==> src/source/kv_flush_cfg.svh <==
`ifndef KV_FLUSH_CFG_SVH
`define KV_FLUSH_CFG_SVH

// byte address width of the read masters
`define KV_ADDR_WIDTH 32

// table base of each dram bank
`define KV_BANK0_BASE 32'h0000_0000
`define KV_BANK1_BASE 32'h0010_0000

// one record per dram line, also the read length
`define KV_LINE_BYTES 32

`define KV_READER_FIFO_DEPTH 32
`define KV_OUT_FIFO_DEPTH 16

`endif

==> src/source/kv_flush_pkg.sv <==
package kv_flush_pkg;

	// key sits in the upper half
	typedef struct packed {
		logic [31:0] key;
		logic [31:0] value;
	} kv_record_t;

	// record with the bank it was read from
	typedef struct packed {
		logic       bank;
		kv_record_t kv;
	} tagged_record_t;

endpackage

==> src/source/kv_stream_if.sv <==
`timescale 1ns/1ps

// record stream from one flush reader to the merger
interface kv_stream_if;
	import kv_flush_pkg::*;

	kv_record_t record; // head of the reader fifo, valid while empty is low
	logic       empty;
	logic       drained; // reader idle and nothing left to hand over
	logic       pop;

	modport source (
		output record, empty, drained,
		input  pop
	);

	modport sink (
		input  record, empty, drained,
		output pop
	);

endinterface

==> src/source/sync_fifo.sv <==
`timescale 1ns/1ps

// first word fall through buffer, head is always on rdata
module sync_fifo #(
	parameter type payload_t = logic [7:0],
	parameter int  DEPTH     = 16
) (
	input  logic     clk,
	input  logic     reset,
	input  logic     write,
	input  payload_t wdata,
	input  logic     read,
	output payload_t rdata,
	output logic     empty,
	output logic     full
);
	localparam int PTR_W = (DEPTH > 1) ? $clog2(DEPTH) : 1;
	localparam int CNT_W = $clog2(DEPTH + 1);

	payload_t         mem [DEPTH];
	logic [PTR_W-1:0] wr_ptr;
	logic [PTR_W-1:0] rd_ptr;
	logic [CNT_W-1:0] count;
	logic             do_write;
	logic             do_read;

	// wraps at DEPTH so any depth works
	function automatic logic [PTR_W-1:0] next_ptr(input logic [PTR_W-1:0] ptr);
		return (ptr == PTR_W'(DEPTH - 1)) ? '0 : ptr + 1'b1;
	endfunction

	assign do_write = write && !full;  // writes into a full fifo are dropped
	assign do_read  = read && !empty;

	assign empty = (count == '0);
	assign full  = (count == CNT_W'(DEPTH));
	assign rdata = mem[rd_ptr];

	always_ff @(posedge clk) begin
		if (do_write) begin
			mem[wr_ptr] <= wdata;
		end
	end

	always_ff @(posedge clk or posedge reset) begin
		if (reset) begin
			wr_ptr <= '0;
			rd_ptr <= '0;
			count  <= '0;
		end else begin
			if (do_write) begin
				wr_ptr <= next_ptr(wr_ptr);
			end
			if (do_read) begin
				rd_ptr <= next_ptr(rd_ptr);
			end
			count <= count + CNT_W'(do_write) - CNT_W'(do_read);
		end
	end

endmodule

==> src/source/flush_merger.sv <==
`timescale 1ns/1ps
`include "kv_flush_cfg.svh"

// drains both reader streams round-robin into one tagged output fifo
module flush_merger (
	input  logic                         clk,
	input  logic                         reset,
	input  logic                         flush,
	kv_stream_if.sink                    bank0,
	kv_stream_if.sink                    bank1,
	output kv_flush_pkg::tagged_record_t out_record,
	input  logic                         out_read,
	output logic                         out_empty,
	output logic                         flush_done
);
	import kv_flush_pkg::*;

	logic           prefer; // stream tried first, flips after every pop
	logic           take0;
	logic           take1;
	logic           room;
	logic           out_write;
	logic           out_full;
	logic           active; // a flush was accepted and is not yet reported
	tagged_record_t out_wdata;

	// one pop in flight at most, so a write never lands on a full fifo
	assign room = !out_full && !out_write;

	always_comb begin
		take0 = 1'b0;
		take1 = 1'b0;
		if (room) begin
			if (prefer == 1'b0) begin
				take0 = !bank0.empty;
				take1 = bank0.empty && !bank1.empty;
			end else begin
				take1 = !bank1.empty;
				take0 = bank1.empty && !bank0.empty;
			end
		end
	end

	assign bank0.pop = take0;
	assign bank1.pop = take1;

	always_ff @(posedge clk or posedge reset) begin
		if (reset) begin
			prefer    <= 1'b0;
			out_write <= 1'b0;
		end else begin
			out_write <= take0 || take1; // record lands in the fifo next cycle
			if (take0) begin
				prefer <= 1'b1;
			end else if (take1) begin
				prefer <= 1'b0;
			end
		end
	end

	always_ff @(posedge clk) begin
		if (take0 || take1) begin
			out_wdata.bank <= take1;
			out_wdata.kv   <= take1 ? bank1.record : bank0.record;
		end
	end

	sync_fifo #(
		.payload_t (tagged_record_t),
		.DEPTH     (`KV_OUT_FIFO_DEPTH)
	) out_fifo (
		.clk   (clk),
		.reset (reset),
		.write (out_write),
		.wdata (out_wdata),
		.read  (out_read),
		.rdata (out_record),
		.empty (out_empty),
		.full  (out_full)
	);

	// done once everything has left through the output
	always_ff @(posedge clk or posedge reset) begin
		if (reset) begin
			active     <= 1'b0;
			flush_done <= 1'b0;
		end else if (flush) begin
			active     <= 1'b1;
			flush_done <= 1'b0;
		end else if (active && bank0.drained && bank1.drained && out_empty && !out_write) begin
			active     <= 1'b0;
			flush_done <= 1'b1;
		end
	end

endmodule

==> src/flat_wrapper.sv <==
// flat-port wrapper written by rule: the top's interface ports become plain ports
module flush_merger_flat import kv_flush_pkg::*;
  (clk, reset, flush, out_record, out_read, out_empty, flush_done, bank0_record, bank0_empty, bank0_drained, bank0_pop, bank1_record, bank1_empty, bank1_drained, bank1_pop);
  kv_stream_if bank0_i ();
  kv_stream_if bank1_i ();
  input  logic clk;
  input  logic reset;
  input  logic flush;
  output kv_flush_pkg::tagged_record_t out_record;
  input  logic out_read;
  output logic out_empty;
  output logic flush_done;
  input wire logic [$bits(bank0_i.record)-1:0] bank0_record;
  input wire logic [$bits(bank0_i.empty)-1:0] bank0_empty;
  input wire logic [$bits(bank0_i.drained)-1:0] bank0_drained;
  output wire logic [$bits(bank0_i.pop)-1:0] bank0_pop;
  input wire logic [$bits(bank1_i.record)-1:0] bank1_record;
  input wire logic [$bits(bank1_i.empty)-1:0] bank1_empty;
  input wire logic [$bits(bank1_i.drained)-1:0] bank1_drained;
  output wire logic [$bits(bank1_i.pop)-1:0] bank1_pop;
  assign bank0_i.record = bank0_record;
  assign bank0_i.empty = bank0_empty;
  assign bank0_i.drained = bank0_drained;
  assign bank0_pop = bank0_i.pop;
  assign bank1_i.record = bank1_record;
  assign bank1_i.empty = bank1_empty;
  assign bank1_i.drained = bank1_drained;
  assign bank1_pop = bank1_i.pop;
  flush_merger u_core (.clk(clk), .reset(reset), .flush(flush), .bank0(bank0_i), .bank1(bank1_i), .out_record(out_record), .out_read(out_read), .out_empty(out_empty), .flush_done(flush_done));
endmodule
==> config.mk <==
export PLATFORM = sky130hd
export DESIGN_NAME = flush_merger_flat
export DESIGN_NICKNAME = d
export VERILOG_FILES = /design/src/source/kv_flush_pkg.sv /design/src/source/kv_stream_if.sv /design/src/source/sync_fifo.sv /design/src/source/flush_merger.sv /design/src/flat_wrapper.sv
export VERILOG_INCLUDE_DIRS = /design/src /design/src/source
export SDC_FILE = /design/constraint.sdc
export NUM_CORES = 1
export LEC_CHECK = 0
export BUFFER_PORTS_ARGS = -buffer_cell sky130_fd_sc_hd__buf_2
export CAP_MARGIN = 20
export CORE_ASPECT_RATIO = 0.9
export CORE_MARGIN = 3
export CORE_UTILIZATION = 55
export CTS_CLUSTER_DIAMETER = 150
export DETAILED_ROUTE_END_ITERATION = 12
export PLACE_DENSITY = 0.84
export SLEW_MARGIN = 40
export SYNTH_ARGS = -nofsm -noshare
export SYNTH_HDL_FRONTEND = slang
export SYNTH_SLANG_ARGS = --single-unit
==> constraint.sdc <==
create_clock -name clk -period 8.5 [get_ports clk]
set_clock_uncertainty 0.2 [all_clocks]
set_input_delay 0.85 -clock clk [delete_from_list [all_inputs] [get_ports clk]]
set_output_delay 0.85 -clock clk [all_outputs]
set_load 0.01 [all_outputs]
# Yosys cells after proc, flatten, opt, wreduce, memory -nomap -nowiden
# Memory sizes are Yosys's and may differ from the RTL's.
# Cells that the tools add are included.
totals:
  ff_bits: 82
  latch_bits: 0
  ramBits: 1040
  romBits: 0
  inputBits: 136
  output_inout_bits: 69
  elab_cells: 51
  n_memories: 1
classes:
  addsub: 4
  mul: 0
  div_mod_pow: 0
  order_cmp: 0
  eq_ne: 3
  n_shift: 0
  mux: 15
  bitwise_logic: 0
  n_reduce_logical: 18
memory_table:
  columns: ["name", "depth", "word_bits", "rd", "rd_clocked_by_memory_dff", "write_ports", "line", "source"]
  rows:
  - ["u_core.out_fifo.mem", 16, 65, 1, 0, 1, "sync_fifo.sv:20", "payload_t mem [DEPTH];"]
op_table:
  columns: ["op", "n"]
  rows:
  - ["64-bit 2-to-1 mux", 1]
  - ["1-bit 2-to-1 mux", 12]
  - ["1-bit logical AND", 9]
  - ["4-bit by 1-bit adder with 4-bit output (second input constant)", 2]
  - ["4-bit equality test (second input constant)", 2]
  - ["4-bit 2-to-1 mux", 2]
  - ["5-bit by 1-bit adder with 5-bit output", 1]
  - ["5-bit equality test (second input constant)", 1]
  - ["1-bit logical NOT", 5]
  - ["5-bit logical NOT", 1]
  - ["5-bit by 1-bit subtractor with 5-bit output", 1]
  - ["2-bit nonzero test", 2]
  - ["1-bit logical OR", 1]

# Logic depth before layout (Yosys ltp)
logic_depth:
  ltp_word: 6
  mapped_depth: 14
  depth_no_buf: 13

# Cells and area by module
# From an unflattened synthesis, not the netlist that was laid out.
hier_totals:
  hier_cells: 2117
  area_unflattened_um2: 43770.7
modules_own_cells:
  columns: ["module", "instances", "cells_each", "area_each_um2", "seq_area_each_um2"]
  rows:
  - ["sync_fifo", 1, 1963, 40651.5, 31555.3]
  - ["flush_merger", 1, 154, 3119.2, 2052.0]

# Worst setup path after synthesis
# No wires, ideal clock.
synth_timing:
  kind: "register -> register"
  start: "register u_core.out_fifo.count[2]"
  end: "memory u_core.out_fifo.mem[7][0] in the netlist's numbering (enable)"
  setup_time_ps: 581
  t_arrival_ps: 6056
  required_time_ps: 7719
  slack_ps: 1662
  path_stages_with_launch: 7
  path_buffers: 0
  synth_period_minus_slack_ps: 6838
  cell_sequence: "dfrtp_1 > inv_1 > ha_1 > and4bb_1 > nor2b_1 > nand2_1 > nor3b_1"
synth_between:
  elab_chain_cells: 5
synth_lines:
  columns: ["element", "line", "source"]
  rows:
  - ["from (decl)", "sync_fifo.sv:23", "logic [CNT_W-1:0] count;"]
  - ["from (signal assigned)", "sync_fifo.sv:57", "count <= count + CNT_W'(do_write) - CNT_W'(do_read);"]
  - ["5-bit equality test", "sync_fifo.sv:36", "assign full = (count == CNT_W'(DEPTH));"]
  - ["1-bit logical NOT", "sync_fifo.sv:32", "assign do_write = write && !full;"]
  - ["1-bit logical AND", "sync_fifo.sv:32", null]
  - ["1-bit 2-to-1 mux", "sync_fifo.sv:40", "if (do_write) begin"]
  - ["1-bit 2-to-1 mux (implied by the code)", "sync_fifo.sv:41", "mem[wr_ptr] <= wdata;"]
  - ["to (decl)", "sync_fifo.sv:20", null]
# No other way between the ends.

==> flow_metrics.env <==
export IMPL_tightestPinTransition_ps=882
export IMPL_syn_area_mm2=0.0435
export IMPL_fmax_ghz=0.198
export IMPL_yosys_area_top_type="edfxtp_1"
export IMPL_row_count=97
export IMPL_regArea_mm2=0.0336
export IMPL_synth_edf_count=1105
export IMPL_fin_setup_tns_ps=0
export IMPL_initial_utilization_pct=55.7
export IMPL_cp_start_kind="register"
export IMPL_port_buffer_count=204
export IMPL_num_vias=22600
export IMPL_power_w=0.0171
export IMPL_worstPathRequired_ps=7450
export IMPL_syn_area_per_cell_um2=20.6
export IMPL_clkTransAtPathRegs_ps=60
export IMPL_cts_buffer_depth=3
export IMPL_synth_seq_cells=1122
export IMPL_antenna_found_initial=0
export IMPL_die_area_mm2=0.0825
export IMPL_cts_buffers=104
export IMPL_cts_root_buf="clkbuf_16"
export IMPL_yosysSeqAreaShare_pct=77.3
export IMPL_yosys_warnings=0
export IMPL_drtPass1Iterations=5
export IMPL_rsz0062_at_grt="false"
export IMPL_layout_min_cycle_time_ps=5050
export IMPL_clock_latency_ps=690
export IMPL_worstSetupEndpointType="output port"
export IMPL_syn_num_nets=2261
export IMPL_cts_tree="yes"
export IMPL_grt_pass1_vias=23300
export IMPL_yosysMostFrequentCell="edfxtp_1"
export IMPL_synth_cells=2113
export IMPL_peakVddDrop_uv=265
export IMPL_post_dp_hpwl_um=50000
export IMPL_cp_data_arrival_time_ps=4000
export IMPL_fp_coreArea_mm2=0.0780
export IMPL_cap_violations=0
export IMPL_area_growth_pct=13.0
export IMPL_ys_top_cells_by_count="edfxtp_1 (1,105), mux2i_1 (260), a221oi_1 (130), mux4_2 (130), nand2_1 (73)"
export IMPL_crit_type="register to output port"
export IMPL_relSlewSlack_pct=41.2
export IMPL_fillCellCount=4920
export IMPL_vias_per_cell=6.50
export IMPL_synth_ff_type="edfxtp_1"
export IMPL_grt_max_degree=113
export IMPL_drive_above_1_share_pct=25.3
export IMPL_powerDensity_mw_per_mm2=348
export IMPL_wirelength_um=100000
export IMPL_ioPinCount=205
export IMPL_globalplace_congestion=0.724
export IMPL_setup_viol=0
export IMPL_finalCritPeriodShare_pct=59.5
export IMPL_drv_slew=0
export IMPL_p_leak_nw=16.4
export IMPL_ant_nets=0
export IMPL_async_flop_share_pct=1.52
export IMPL_die_y_um=273
export IMPL_numClockSinks=1122
export IMPL_grt_usage_pct=24.2
export IMPL_finalHoldViolCount=0
export IMPL_nets=2493
export IMPL_status="completed"
export IMPL_die_w_um=302
export IMPL_synth_distinct_cells=41
export IMPL_h_tree_depth=3
export IMPL_synth_area_top_cells="edfxtp_1 (76%), mux4_2 (6.7%), mux2i_1 (6.0%), a221oi_1 (2.6%), mux2_2 (1.7%)"
export IMPL_overflow=0
export IMPL_crit_fanout=76
export IMPL_drt_initial_drc_count=2980
export IMPL_multi_input_area_mm2=0.00913
export IMPL_hp_class="input pin to register"
export IMPL_grt_pass1_wl_um=148000
export IMPL_synth_top_cell_area_share_pct=76.3
export IMPL_routedWlPerCell_um=28.9
export IMPL_drc=0
-- sequential cells by signal, summed over array words and instances, names as in the netlist --
register,cells
u_core.out_fifo.mem,1040
u_core.out_write,1
u_core.active,1
u_core.prefer,1
u_core.out_fifo.rd_ptr,4
u_core.out_fifo.count,5
u_core.out_wdata,65
u_core.out_fifo.wr_ptr,4
u_core.flush_done,1
-- final timing paths --
| kind | from | end | slack, ps | cells past startpoint |
|---|---|---|---|---|
| max in group asynchronous | reset | u_core.out_fifo.rd_ptr[0] | 7220 | 3 |
| min | flush | u_core.flush_done | 130 | 2 |
| min reg2reg | u_core.active | u_core.active | 300 | 1 |
| max | u_core.out_fifo.rd_ptr[2] | out_record[53] | 3450 | 7 |
| max reg2reg | u_core.out_fifo.count[2] | u_core.out_fifo.mem[15][40] | 4900 | 9 |
| min in group asynchronous | reset | u_core.out_fifo.rd_ptr[3] | 530 | 3 |
-- per-stage QoR --
stage / utilization [%] / hold slack [ps] / cell area [um2] / worst slack [ps] / std cells
CTS: 62.9 / 94.9 / 49100 / 3480 / 3465
detailed placement: 58.5 / 292 / 45600 / 4300 / 3276
floorplan: - / 250 / 43500 / 1660 / 2113
global placement: 58.2 / 262 / 45400 / 3750 / 3269
finish: 63.0 / 134 / 49100 / 3450 / 3468
global route: 63.0 / 117 / 49100 / 3340 / 3467
-- area by class of cell --
type	count	area share (%)
multi-input cells	857	18.6
inverters	14	0.109
clock inverters	56	1.39
flip-flops and latches	1122	68.4
diodes	1	0.00509
repair buffers	246	3.18
well taps	1039	2.65
clock buffers	133	5.68
-- layout by cell type, fill, tap and decap left out, drive strengths merged, types with 2 or more instances in the layout --
cell	synthesis	layout
nand3	3	3
and2	4	4
a21oi	5	5
nor2b	4	4
a221oi	130	130
and3	7	7
and4	3	3
nor2	5	5
edfxtp	1105	1105
xor2	2	2
dfrtp	17	17
bufinv	0	11
xnor2	4	4
nand2	73	73
a22oi	66	66
mux2i	260	260
a21o	4	4
mux2	64	64
buf	74	244
mux4	130	130
inv	14	18
clkinv	0	41
o21ai	68	68
clkbuf	46	134
ha	11	11
-- critical path: stages, from the launching register on --
cell and delay, ps:
dfrtp_4 650, buf_12 260, and2_4 690, buf_6 690
a221oi_1 280, o21ai_0 310, nand2_1 180, buf_2 180
-- kinds of logic after synthesis --
family                   Yosys count  share of synthesized area [%]
multiplexers                     454                           14.4
AND/OR/NAND/NOR                  108                           1.15
XOR/XNOR                           6                          0.121
buffers and inverters            134                           1.96
flip-flops                      1122                           77.3
adder cells (fa/ha/maj)           12                          0.363
AO/OA/AOI/OAI                    277                           4.74
-- routing by layer --
layer	routed length, um	vias to the layer above	global-route usage, %
met5	0	-	0
met4	3410	0	9.01
met3	9230	261	4.63
met2	50600	1472	40.4
met1	37100	11500	32.1
li1	-	9291	-
-- where the power goes --
group          leakage [nW]  internal, W  total, W  switching (W)
sequential             10.2      0.00711   0.00765       0.000543
clock                  1.70      0.00268   0.00470        0.00202
combinational          4.51      0.00186   0.00477        0.00292
total                  16.4       0.0116    0.0171        0.00548
-- what timing repair did --
action | 4_1_cts | 5_1_grt
buffers inserted | 0 | 0
hold buffers | 0 | 1
hold endpoints to repair | 0 | 16
resized for setup | 0 | 0
No activity file was read; power rests on OpenSTA's default activity.
