<file path="config.mk">
export PLATFORM = sky130hd
export DESIGN_NAME = dram_flush_reader_flat
export DESIGN_NICKNAME = d
export VERILOG_FILES = /design/src/source/kv_flush_pkg.sv /design/src/source/kv_stream_if.sv /design/src/source/sync_fifo.sv /design/src/source/dram_flush_reader.sv /design/src/flat_wrapper.sv
export VERILOG_INCLUDE_DIRS = /design/src /design/src/source
export SDC_FILE = /design/constraint.sdc
export NUM_CORES = 2
export LEC_CHECK = 0
export BUFFER_PORTS_ARGS = -buffer_cell sky130_fd_sc_hd__buf_2
export CORE_MARGIN = 2
export CORE_UTILIZATION = 55
export DETAILED_ROUTE_END_ITERATION = 10
export PLACE_DENSITY = 0.75
export SETUP_SLACK_MARGIN = 0.1
export SYNTH_ARGS = -nofsm -noshare
export SYNTH_HDL_FRONTEND = slang
export SYNTH_SLANG_ARGS = --single-unit
export TNS_END_PERCENT = 20
</file>
<file path="constraint.sdc">
create_clock -name clk -period 4.4 [get_ports clk]
set_input_delay 1.1 -clock clk [delete_from_list [all_inputs] [get_ports clk]]
set_output_delay 1.1 -clock clk [all_outputs]
set_load 0.02 [all_outputs]
</file>
<file path="src/source/kv_flush_cfg.svh">
`ifndef KV_FLUSH_CFG_SVH
`define KV_FLUSH_CFG_SVH

// byte address width of the read masters
`define KV_ADDR_WIDTH 32

// table base of each dram bank
`define KV_BANK0_BASE 32'h0000_0000
`define KV_BANK1_BASE 32'h0010_0000

// one record per dram line, also the read length
`define KV_LINE_BYTES 32

`define KV_READER_FIFO_DEPTH 32
`define KV_OUT_FIFO_DEPTH 16

`endif

</file>
<file path="src/source/kv_flush_pkg.sv">
package kv_flush_pkg;

	// key sits in the upper half
	typedef struct packed {
		logic [31:0] key;
		logic [31:0] value;
	} kv_record_t;

	// record with the bank it was read from
	typedef struct packed {
		logic       bank;
		kv_record_t kv;
	} tagged_record_t;

endpackage

</file>
<file path="src/source/kv_stream_if.sv">
`timescale 1ns/1ps

// record stream from one flush reader to the merger
interface kv_stream_if;
	import kv_flush_pkg::*;

	kv_record_t record; // head of the reader fifo, valid while empty is low
	logic       empty;
	logic       drained; // reader idle and nothing left to hand over
	logic       pop;

	modport source (
		output record, empty, drained,
		input  pop
	);

	modport sink (
		input  record, empty, drained,
		output pop
	);

endinterface

</file>
<file path="src/source/sync_fifo.sv">
`timescale 1ns/1ps

// first word fall through buffer, head is always on rdata
module sync_fifo #(
	parameter type payload_t = logic [7:0],
	parameter int  DEPTH     = 16
) (
	input  logic     clk,
	input  logic     reset,
	input  logic     write,
	input  payload_t wdata,
	input  logic     read,
	output payload_t rdata,
	output logic     empty,
	output logic     full
);
	localparam int PTR_W = (DEPTH > 1) ? $clog2(DEPTH) : 1;
	localparam int CNT_W = $clog2(DEPTH + 1);

	payload_t         mem [DEPTH];
	logic [PTR_W-1:0] wr_ptr;
	logic [PTR_W-1:0] rd_ptr;
	logic [CNT_W-1:0] count;
	logic             do_write;
	logic             do_read;

	// wraps at DEPTH so any depth works
	function automatic logic [PTR_W-1:0] next_ptr(input logic [PTR_W-1:0] ptr);
		return (ptr == PTR_W'(DEPTH - 1)) ? '0 : ptr + 1'b1;
	endfunction

	assign do_write = write && !full;  // writes into a full fifo are dropped
	assign do_read  = read && !empty;

	assign empty = (count == '0);
	assign full  = (count == CNT_W'(DEPTH));
	assign rdata = mem[rd_ptr];

	always_ff @(posedge clk) begin
		if (do_write) begin
			mem[wr_ptr] <= wdata;
		end
	end

	always_ff @(posedge clk or posedge reset) begin
		if (reset) begin
			wr_ptr <= '0;
			rd_ptr <= '0;
			count  <= '0;
		end else begin
			if (do_write) begin
				wr_ptr <= next_ptr(wr_ptr);
			end
			if (do_read) begin
				rd_ptr <= next_ptr(rd_ptr);
			end
			count <= count + CNT_W'(do_write) - CNT_W'(do_read);
		end
	end

endmodule

</file>
<file path="src/source/dram_flush_reader.sv">
`timescale 1ns/1ps
`include "kv_flush_cfg.svh"

// reads one bank's table line by line into a local record fifo
module dram_flush_reader #(
	parameter logic [`KV_ADDR_WIDTH-1:0] BASE = '0
) (
	input  logic                      clk,
	input  logic                      reset,
	input  logic                      flush,
	input  logic [31:0]               num_keys,
	output logic [`KV_ADDR_WIDTH-1:0] rd_base,
	output logic                      rd_go,
	input  logic                      rd_done,
	output logic                      rd_buffer_read,
	input  logic [255:0]              rd_data,
	input  logic                      rd_available,
	kv_stream_if.source               stream
);
	import kv_flush_pkg::*;

	typedef logic [`KV_ADDR_WIDTH-1:0] addr_t;

	typedef enum logic [2:0] {
		IDLE,
		START,
		WAIT_READ,
		CAPTURE,
		WRITE_FIFO
	} state_t;

	state_t      state;
	state_t      state_next;
	logic [31:0] key_count; // latched at the flush
	logic [31:0] key_count_next;
	logic [31:0] counter;   // lines captured so far
	logic [31:0] counter_next;
	addr_t       rd_base_next;
	logic        rd_go_next;
	kv_record_t  line_record;
	logic        fifo_write;
	logic        fifo_empty;
	logic        fifo_full;
	logic        read_open; // a line read is out at the master

	function automatic addr_t line_addr(input logic [31:0] index);
		return BASE + addr_t'(index) * addr_t'(`KV_LINE_BYTES);
	endfunction

	always_comb begin
		state_next     = state;
		key_count_next = key_count;
		counter_next   = counter;
		rd_base_next   = rd_base;
		rd_go_next     = 1'b0;
		case (state)
			IDLE: begin
				if (flush && num_keys != '0) begin // zero keys leaves the reader idle
					key_count_next = num_keys;
					counter_next   = '0;
					state_next     = START;
				end
			end
			START: begin
				rd_base_next = line_addr(counter);
				rd_go_next   = 1'b1;
				state_next   = WAIT_READ;
			end
			WAIT_READ: begin
				if (rd_available) begin
					state_next = CAPTURE;
				end
			end
			CAPTURE: begin
				counter_next = counter + 1;
				state_next   = WRITE_FIFO;
			end
			WRITE_FIFO: begin
				// hold the record until the fifo has room, no new read meanwhile
				if (!fifo_full) begin
					if (counter == key_count) begin
						state_next = IDLE;
					end else begin
						rd_base_next = line_addr(counter); // counter already points at the next line
						rd_go_next   = 1'b1;
						state_next   = WAIT_READ;
					end
				end
			end
			default: state_next = IDLE;
		endcase
	end

	assign rd_buffer_read = (state == WAIT_READ) && rd_available;
	assign fifo_write     = (state == WRITE_FIFO) && !fifo_full;

	always_ff @(posedge clk or posedge reset) begin
		if (reset) begin
			state     <= IDLE;
			key_count <= '0;
			counter   <= '0;
			rd_base   <= '0;
			rd_go     <= 1'b0;
			read_open <= 1'b0;
		end else begin
			state     <= state_next;
			key_count <= key_count_next;
			counter   <= counter_next;
			rd_base   <= rd_base_next;
			rd_go     <= rd_go_next;
			if (rd_go) begin
				read_open <= 1'b1;
			end else if (rd_done || rd_buffer_read) begin
				read_open <= 1'b0;
			end
		end
	end

	// line data is taken the cycle after the buffer read, key goes on top
	always_ff @(posedge clk) begin
		if (state == CAPTURE) begin
			line_record.key   <= rd_data[31:0];
			line_record.value <= rd_data[63:32];
		end
	end

	sync_fifo #(
		.payload_t (kv_record_t),
		.DEPTH     (`KV_READER_FIFO_DEPTH)
	) record_fifo (
		.clk   (clk),
		.reset (reset),
		.write (fifo_write),
		.wdata (line_record),
		.read  (stream.pop),
		.rdata (stream.record),
		.empty (fifo_empty),
		.full  (fifo_full)
	);

	assign stream.empty   = fifo_empty;
	assign stream.drained = (state == IDLE) && fifo_empty && !read_open;

endmodule

</file>
<file path="src/flat_wrapper.sv">
// flat-port wrapper written by rule: the top's interface ports become plain ports
module dram_flush_reader_flat import kv_flush_pkg::*;
#(
	parameter logic [`KV_ADDR_WIDTH-1:0] BASE = '0
)
  (clk, reset, flush, num_keys, rd_base, rd_go, rd_done, rd_buffer_read, rd_data, rd_available, stream_record, stream_empty, stream_drained, stream_pop);
  kv_stream_if stream_i ();
  input  logic clk;
  input  logic reset;
  input  logic flush;
  input  logic [31:0] num_keys;
  output logic [`KV_ADDR_WIDTH-1:0] rd_base;
  output logic rd_go;
  input  logic rd_done;
  output logic rd_buffer_read;
  input  logic [255:0] rd_data;
  input  logic rd_available;
  output wire logic [$bits(stream_i.record)-1:0] stream_record;
  output wire logic [$bits(stream_i.empty)-1:0] stream_empty;
  output wire logic [$bits(stream_i.drained)-1:0] stream_drained;
  input wire logic [$bits(stream_i.pop)-1:0] stream_pop;
  assign stream_record = stream_i.record;
  assign stream_empty = stream_i.empty;
  assign stream_drained = stream_i.drained;
  assign stream_i.pop = stream_pop;
  dram_flush_reader #(.BASE(BASE)) u_core (.clk(clk), .reset(reset), .flush(flush), .num_keys(num_keys), .rd_base(rd_base), .rd_go(rd_go), .rd_done(rd_done), .rd_buffer_read(rd_buffer_read), .rd_data(rd_data), .rd_available(rd_available), .stream(stream_i));
endmodule
</file>
======== Yosys cells after proc, flatten, opt, wreduce, memory -nomap -nowiden ========
Memory sizes are Yosys's and may differ from the RTL's.
Cells that the tools add are included.
operators by class
  $add $sub $neg .......................... 5
  muxes and demuxes ....................... 19
  reductions and logical operators ........ 21
  equality and inequality tests ........... 12
operator list
  cell                                                  count
  case mux 32 bit (2 select lines)                      2
  two-way mux 32 bit                                    3
  adder 32 x 1 -> 32 bit (second input constant)        1
  equality test 32 bit                                  1
  nonzero test 32 bit                                   1
  case mux 3 bit (5 select lines)                       1
  adder 5 x 1 -> 5 bit (second input constant)          2
  equality test 5 bit (second input constant)           2
  two-way mux 5 bit                                     2
  two-way mux 3 bit                                     3
  logical AND 1 bit                                     7
  adder 6 x 1 -> 6 bit                                  1
  equality test 3 x 2 -> 1 bit (second input constant)  2
  equality test 6 bit (second input constant)           1
  zero test 6 bit                                       1
  two-way mux 1 bit                                     6
  inequality test 2 bit (second input constant)         3
  AND reduction 3 bit                                   2
  nonzero test 2 bit                                    3
  subtractor 6 x 1 -> 6 bit                             1
  AND reduction 2 bit                                   2
  equality test 3 x 1 -> 1 bit (second input constant)  1
  equality test 3 bit (second input constant)           1
  zero test 1 bit                                       3
  5 further kinds                                       5
storage, ports and cells
  memories ................................ 1
  input bits .............................. 294
  word-level logic and storage cells ...... 69
  bits in writable memories ............... 2,048
  register bits after elaboration ......... 181
  output and inout bits ................... 100
memory list
  name                    words  bits a word  read ports  clocked after memory_dff  wr ports  line             source
  u_core.record_fifo.mem  32     64           1           0                         1         sync_fifo.sv:20  payload_t mem [DEPTH];

======== Longest topological paths before layout ========
  depth after elaboration ................. 6
  gate-level depth with buffers ........... 17
  mapped depth without buffers ............ 15

======== By module ========
A second synthesis with hierarchy kept.
unflattened totals
  cells, all modules ...................... 4,741
  area total of the unflattened synthesis .. 86,827.0 µm²
modules (own cells, without submodules)
  module             cells an instance  area an instance (µm²)  instances  seq. area each (µm²)
  sync_fifo          4,166              79,700.2                1          61,899.4
  dram_flush_reader  575                7,126.8                 1          4,324.1

======== Worst setup path before layout ========
No wires, ideal clock.
  path kind ............................... reg-to-reg
  from .................................... register u_core.record_fifo.count[2]
  to ...................................... memory u_core.record_fifo.mem[31][0] (netlist name) (enable)
  data arrival time ....................... 4.273 ns
  clock period less this slack ............ 4.760 ns
  path buffers ............................ 2
  library setup time ...................... 0.487 ns
  path slack .............................. -0.360 ns
  cell stages (with the launch flop) ...... 9
  required time ........................... 3.913 ns
  path through ............................ dfrtp_1 inv_1 ha_1 nand4bb_1 clkbuf_1 and2_1 clkbuf_1 nand2_1 nor2_1
between the ends
  cells in the longest elaborated chain, start to end .. 6
RTL lines
  item                                       line                     source
  start, declared                            sync_fifo.sv:23          logic [CNT_W-1:0] count;
  start signal, assigned                     sync_fifo.sv:57          count <= count + CNT_W'(do_write) - CNT_W'(do_read);
  equality test 6 bit *                      sync_fifo.sv:36          assign full = (count == CNT_W'(DEPTH));
  zero test 1 bit *                          -
  logical AND 1 bit                          dram_flush_reader.sv:95  assign fifo_write = (state == WRITE_FIFO) && !fifo_full;
  logical AND 1 bit *                        sync_fifo.sv:32          assign do_write = write && !full;
  two-way mux 1 bit *                        sync_fifo.sv:40          if (do_write) begin
  two-way mux 1 bit (implied by the code) *  sync_fifo.sv:41          mem[wr_ptr] <= wdata;
  end, declared                              sync_fifo.sv:20
Mark *: on every way between the ends. The rest lies on a longest branch, timed or not.

======== Worst setup path in the final report ========
  from .................................... register u_core.record_fifo.rd_ptr[0]
  to ...................................... output port stream_record[47]
between the ends
  cells in the longest elaborated chain, start to end .. 1
RTL lines
  item                    line                source
  start, declared         sync_fifo.sv:22     logic [PTR_W-1:0] rd_ptr;
  start signal, assigned  sync_fifo.sv:55     rd_ptr <= next_ptr(rd_ptr);
  memory (32 x 64 bit)    -
  end, declared           flat_wrapper.sv:18  output wire logic [$bits(stream_i.record)-1:0] stream_record;
No other way between the ends.

==> impl_metrics.ini <==
[placed_design]
hpwl_um = 104300
routabilityCongestion = 0.8199
placed_cell_area_um2 = 90320
pre_cts_ws_ns = 0.5589
place.port_buffers = 196
placedCellCount = 6086

[worst_setup_path]
r2r-end = u_core.record_fifo.mem[16][54]$_DFFE_PP_
endpoint_kind = primary output
worst_ep_arrival_time_ns = 3.20
crit_required_ns = 3.30
path_class = flip-flop to primary output
cp_max_fo = 22
regToRegSetupSlack_ns = 0.81
r2r-start = u_core.record_fifo.count[3]$_DFF_PP0_
ff2ff_path_depth = 8
crit_path_start_kind = flip-flop

[pwr]
p_leak_nw = 31.58
power_density_nw_per_um2 = 604.3
ir_drop_uv = 755.1

[sta]
setup_ws_ns = 0.09889
fin_setup_tns_ns = 0
min_period_over_period = 0.9775
tightest_slew_ns = 1.119
hold_violations = 0
finalSetupViolations = 0
timing.final.crit_period_ns = 4.301
rsz0062_at_grt = yes
clock_skew_ns = 0.04399
timing.hold.ws_ns = 0.3593
max_freq_ghz = 0.2325
slew_violations = 0
slew_headroom = 0.2540

[finish]
mostFrequentLayoutCell = edfxtp_1
syn_to_final_growth_pct = 14.37
final_cell_area_um2 = 97790
n_fill_cell = 9948
most-common-layout-cells = edfxtp_1 (2112), mux4_2 (512), clkbuf_16 (217)
final_cells = 6502
layout.nets = 4591
drive_above_1_share = 0.2906

[grt]
grt_use_met1 = 0.3749
grt_max_degree = 79
top_usage_layer = met2
grt_pass1_wl_um = 302000
antenna_found_initial = 10
use_met3 = 0.04849
grt.total_usage = 0.2664
grt_pass1_vias = 43411
use_met2 = 0.4298
grt_overflow = 0

[floorplan]
rows = 144
die-area_um2 = 158600
die_x_um = 398.3
core-area_um2 = 154200
ios = 394
die_h_um = 398.3
start_util = 0.5544

[detailed_routing]
drt_iter0_markers = 6148
vias = 43384
routedWlPerCell_um = 32.38
viasPerCell = 6.672
ant_nets = 0
wl_um = 210500
dr.pass1.iters = 7
drc = 0

[yosys]
synthMuxAreaShare = 0.1508
yosysWarnings = 0
synth_area_leaders = edfxtp_1 (74%), mux4_2 (13%), dfrtp_1 (3.3%), mux2i_1 (1.6%), a221oi_1 (0.93%)
yosys.area.top_type = edfxtp_1
async_flop_share = 0.05036
syn_area_per_cell_um2 = 21.80
synth-simple-area-share = 0.02163
synthXorXnorAreaFrac = 0.004609
ys.flop_type = edfxtp_1
synth_fa_ha_area_frac = 0.002722
syn-cell-area_um2 = 85510
synth.distinct_cells = 56
synth_top_cell_area_share = 0.7417
seq_area_frac_synth = 0.7745
synth_cells = 3923
yosys_register_bits = 2224
synth-compound-area-share = 0.03196
synth_top_family_by_area = multiplexers
synth_enable_flop_cells = 2112

[clock_tree]
cts_buffer_depth = 3
cts_buffers = 212
cts_tree = built
root_buffer = clkbuf_16
clkTransAtPathRegs_ns = 0.06
worstSkewPairLatency_ns = 0.87
clock-sinks = 2224
htree_levels = 4

[min_path]
min_path_type = input port to async pin

[status]
status = finished clean

[run]
drv_cap = 0
==> report_power, final <==
group | internal (W) | leakage, nW | total [W] | switching (W)
Clock | 0.00969 | 3.24 | 0.0175 | 0.00784
Sequential | 0.0246 | 20.5 | 0.0258 | 0.00122
Combinational | 0.00697 | 7.89 | 0.0158 | 0.00882
==> per-layer routing <==
metal / vias to the layer above / part of all wire
met4: 6 / 0.030
li1: 17284 / -
met1: 22957 / 0.38
met5: - / 0.00023
met3: 432 / 0.095
met2: 2705 / 0.49
==> worst max-delay path by stage <==
stage               slack, ns                                     start  cells after the start                                 endpoint
detailed placement       0.56  u_core.record_fifo.rd_ptr[0]$_DFFE_PP0P_                      5                         stream_record[1]
CTS                      0.04  u_core.record_fifo.rd_ptr[0]$_DFFE_PP0P_                      7                        stream_record[33]
floorplan               -0.36     u_core.record_fifo.count[2]$_DFF_PP0_                      8  u_core.record_fifo.mem[31][0]$_DFFE_PP_
finish                    0.1  u_core.record_fifo.rd_ptr[0]$_DFFE_PP0P_                      8                        stream_record[47]
global placement         0.59  u_core.record_fifo.rd_ptr[0]$_DFFE_PP0P_                      5                         stream_record[1]
global route            -0.01  u_core.record_fifo.rd_ptr[0]$_DFFE_PP0P_                      8                        stream_record[47]
==> critical path, cell delays in order (launching register included) <==
cell and delay (ns):
dfrtp_4 0.46, buf_12 0.13, buf_16 0.21, buf_16 0.25, mux4_2 0.59, mux2i_1 0.24, a22o_1 0.21, a21oi_1 0.07
buf_2 0.18
==> registers in the layout, indices dropped and copies added (netlist names) <==
signal                     flops
u_core.counter                32
u_core.rd_go                   1
u_core.record_fifo.count       6
u_core.line_record            64
u_core.state                   3
u_core.record_fifo.rd_ptr      5
u_core.key_count              32
u_core.record_fifo.mem      2048
u_core.rd_base                27
u_core.record_fifo.wr_ptr      5
u_core.read_open               1
==> area by class of cell <==
| class | instances | area [um2] | area share |
|---|---|---|---|
| flip-flops and latches | 2224 | 66240 | 0.6774 |
| multi-input cells | 1439 | 18700 | 0.1912 |
| clock buffers | 269 | 5560 | 0.05686 |
| repair buffers | 381 | 3527 | 0.03607 |
| well taps | 2044 | 2557 | 0.02615 |
| clock inverters | 123 | 1125 | 0.01150 |
| inverters | 21 | 83.83 | 0.0008572 |
| diodes | 1 | 2.502 | 0.00002559 |
==> stage by stage <==
stage | utilization | total power, W
after floorplan | - | 0.03569
after detailed placement | 0.5857 | 0.04092
after CTS | 0.6320 | 0.05899
after global routing | 0.6341 | 0.06108
after global placement | 0.5857 | 0.04064
final | 0.6341 | 0.05910
==> kinds of logic after synthesis <==
logic type | after synthesis
flip-flops | 2224
other | 1
XOR/XNOR | 45
AO/OA/AOI/OAI | 362
AND/OR/NAND/NOR | 360
buffers and inverters | 265
multiplexers | 648
adder cells (fa/ha/maj) | 18
==> what timing repair did <==
action                                  4_1_cts  5_1_grt
pin swaps                                     5        7
gates resized for setup                      53       34
buffers inserted                             12        4
cloned                                        3        4
endpoints found under the setup margin       64       48
hold buffers                                  0        0
==> synthesized netlist by cell type, drive strengths merged (8+ instances only) <==
cell type and n:
a21oi 72, a221oi 91, a22o 64, a22oi 64, and3 34, buf 130
clkbuf 114, dfrtp 112, edfxtp 2112, ha 17, inv 21, mux2i 134
mux4 512, nand2 132, nand3 44, nand4 22, nand4b 27, nor2 56
nor4 11, o211ai 35, o21ai 16, o31ai 8, xnor2 39
Note: power is estimated with default switching activity, not from simulation.
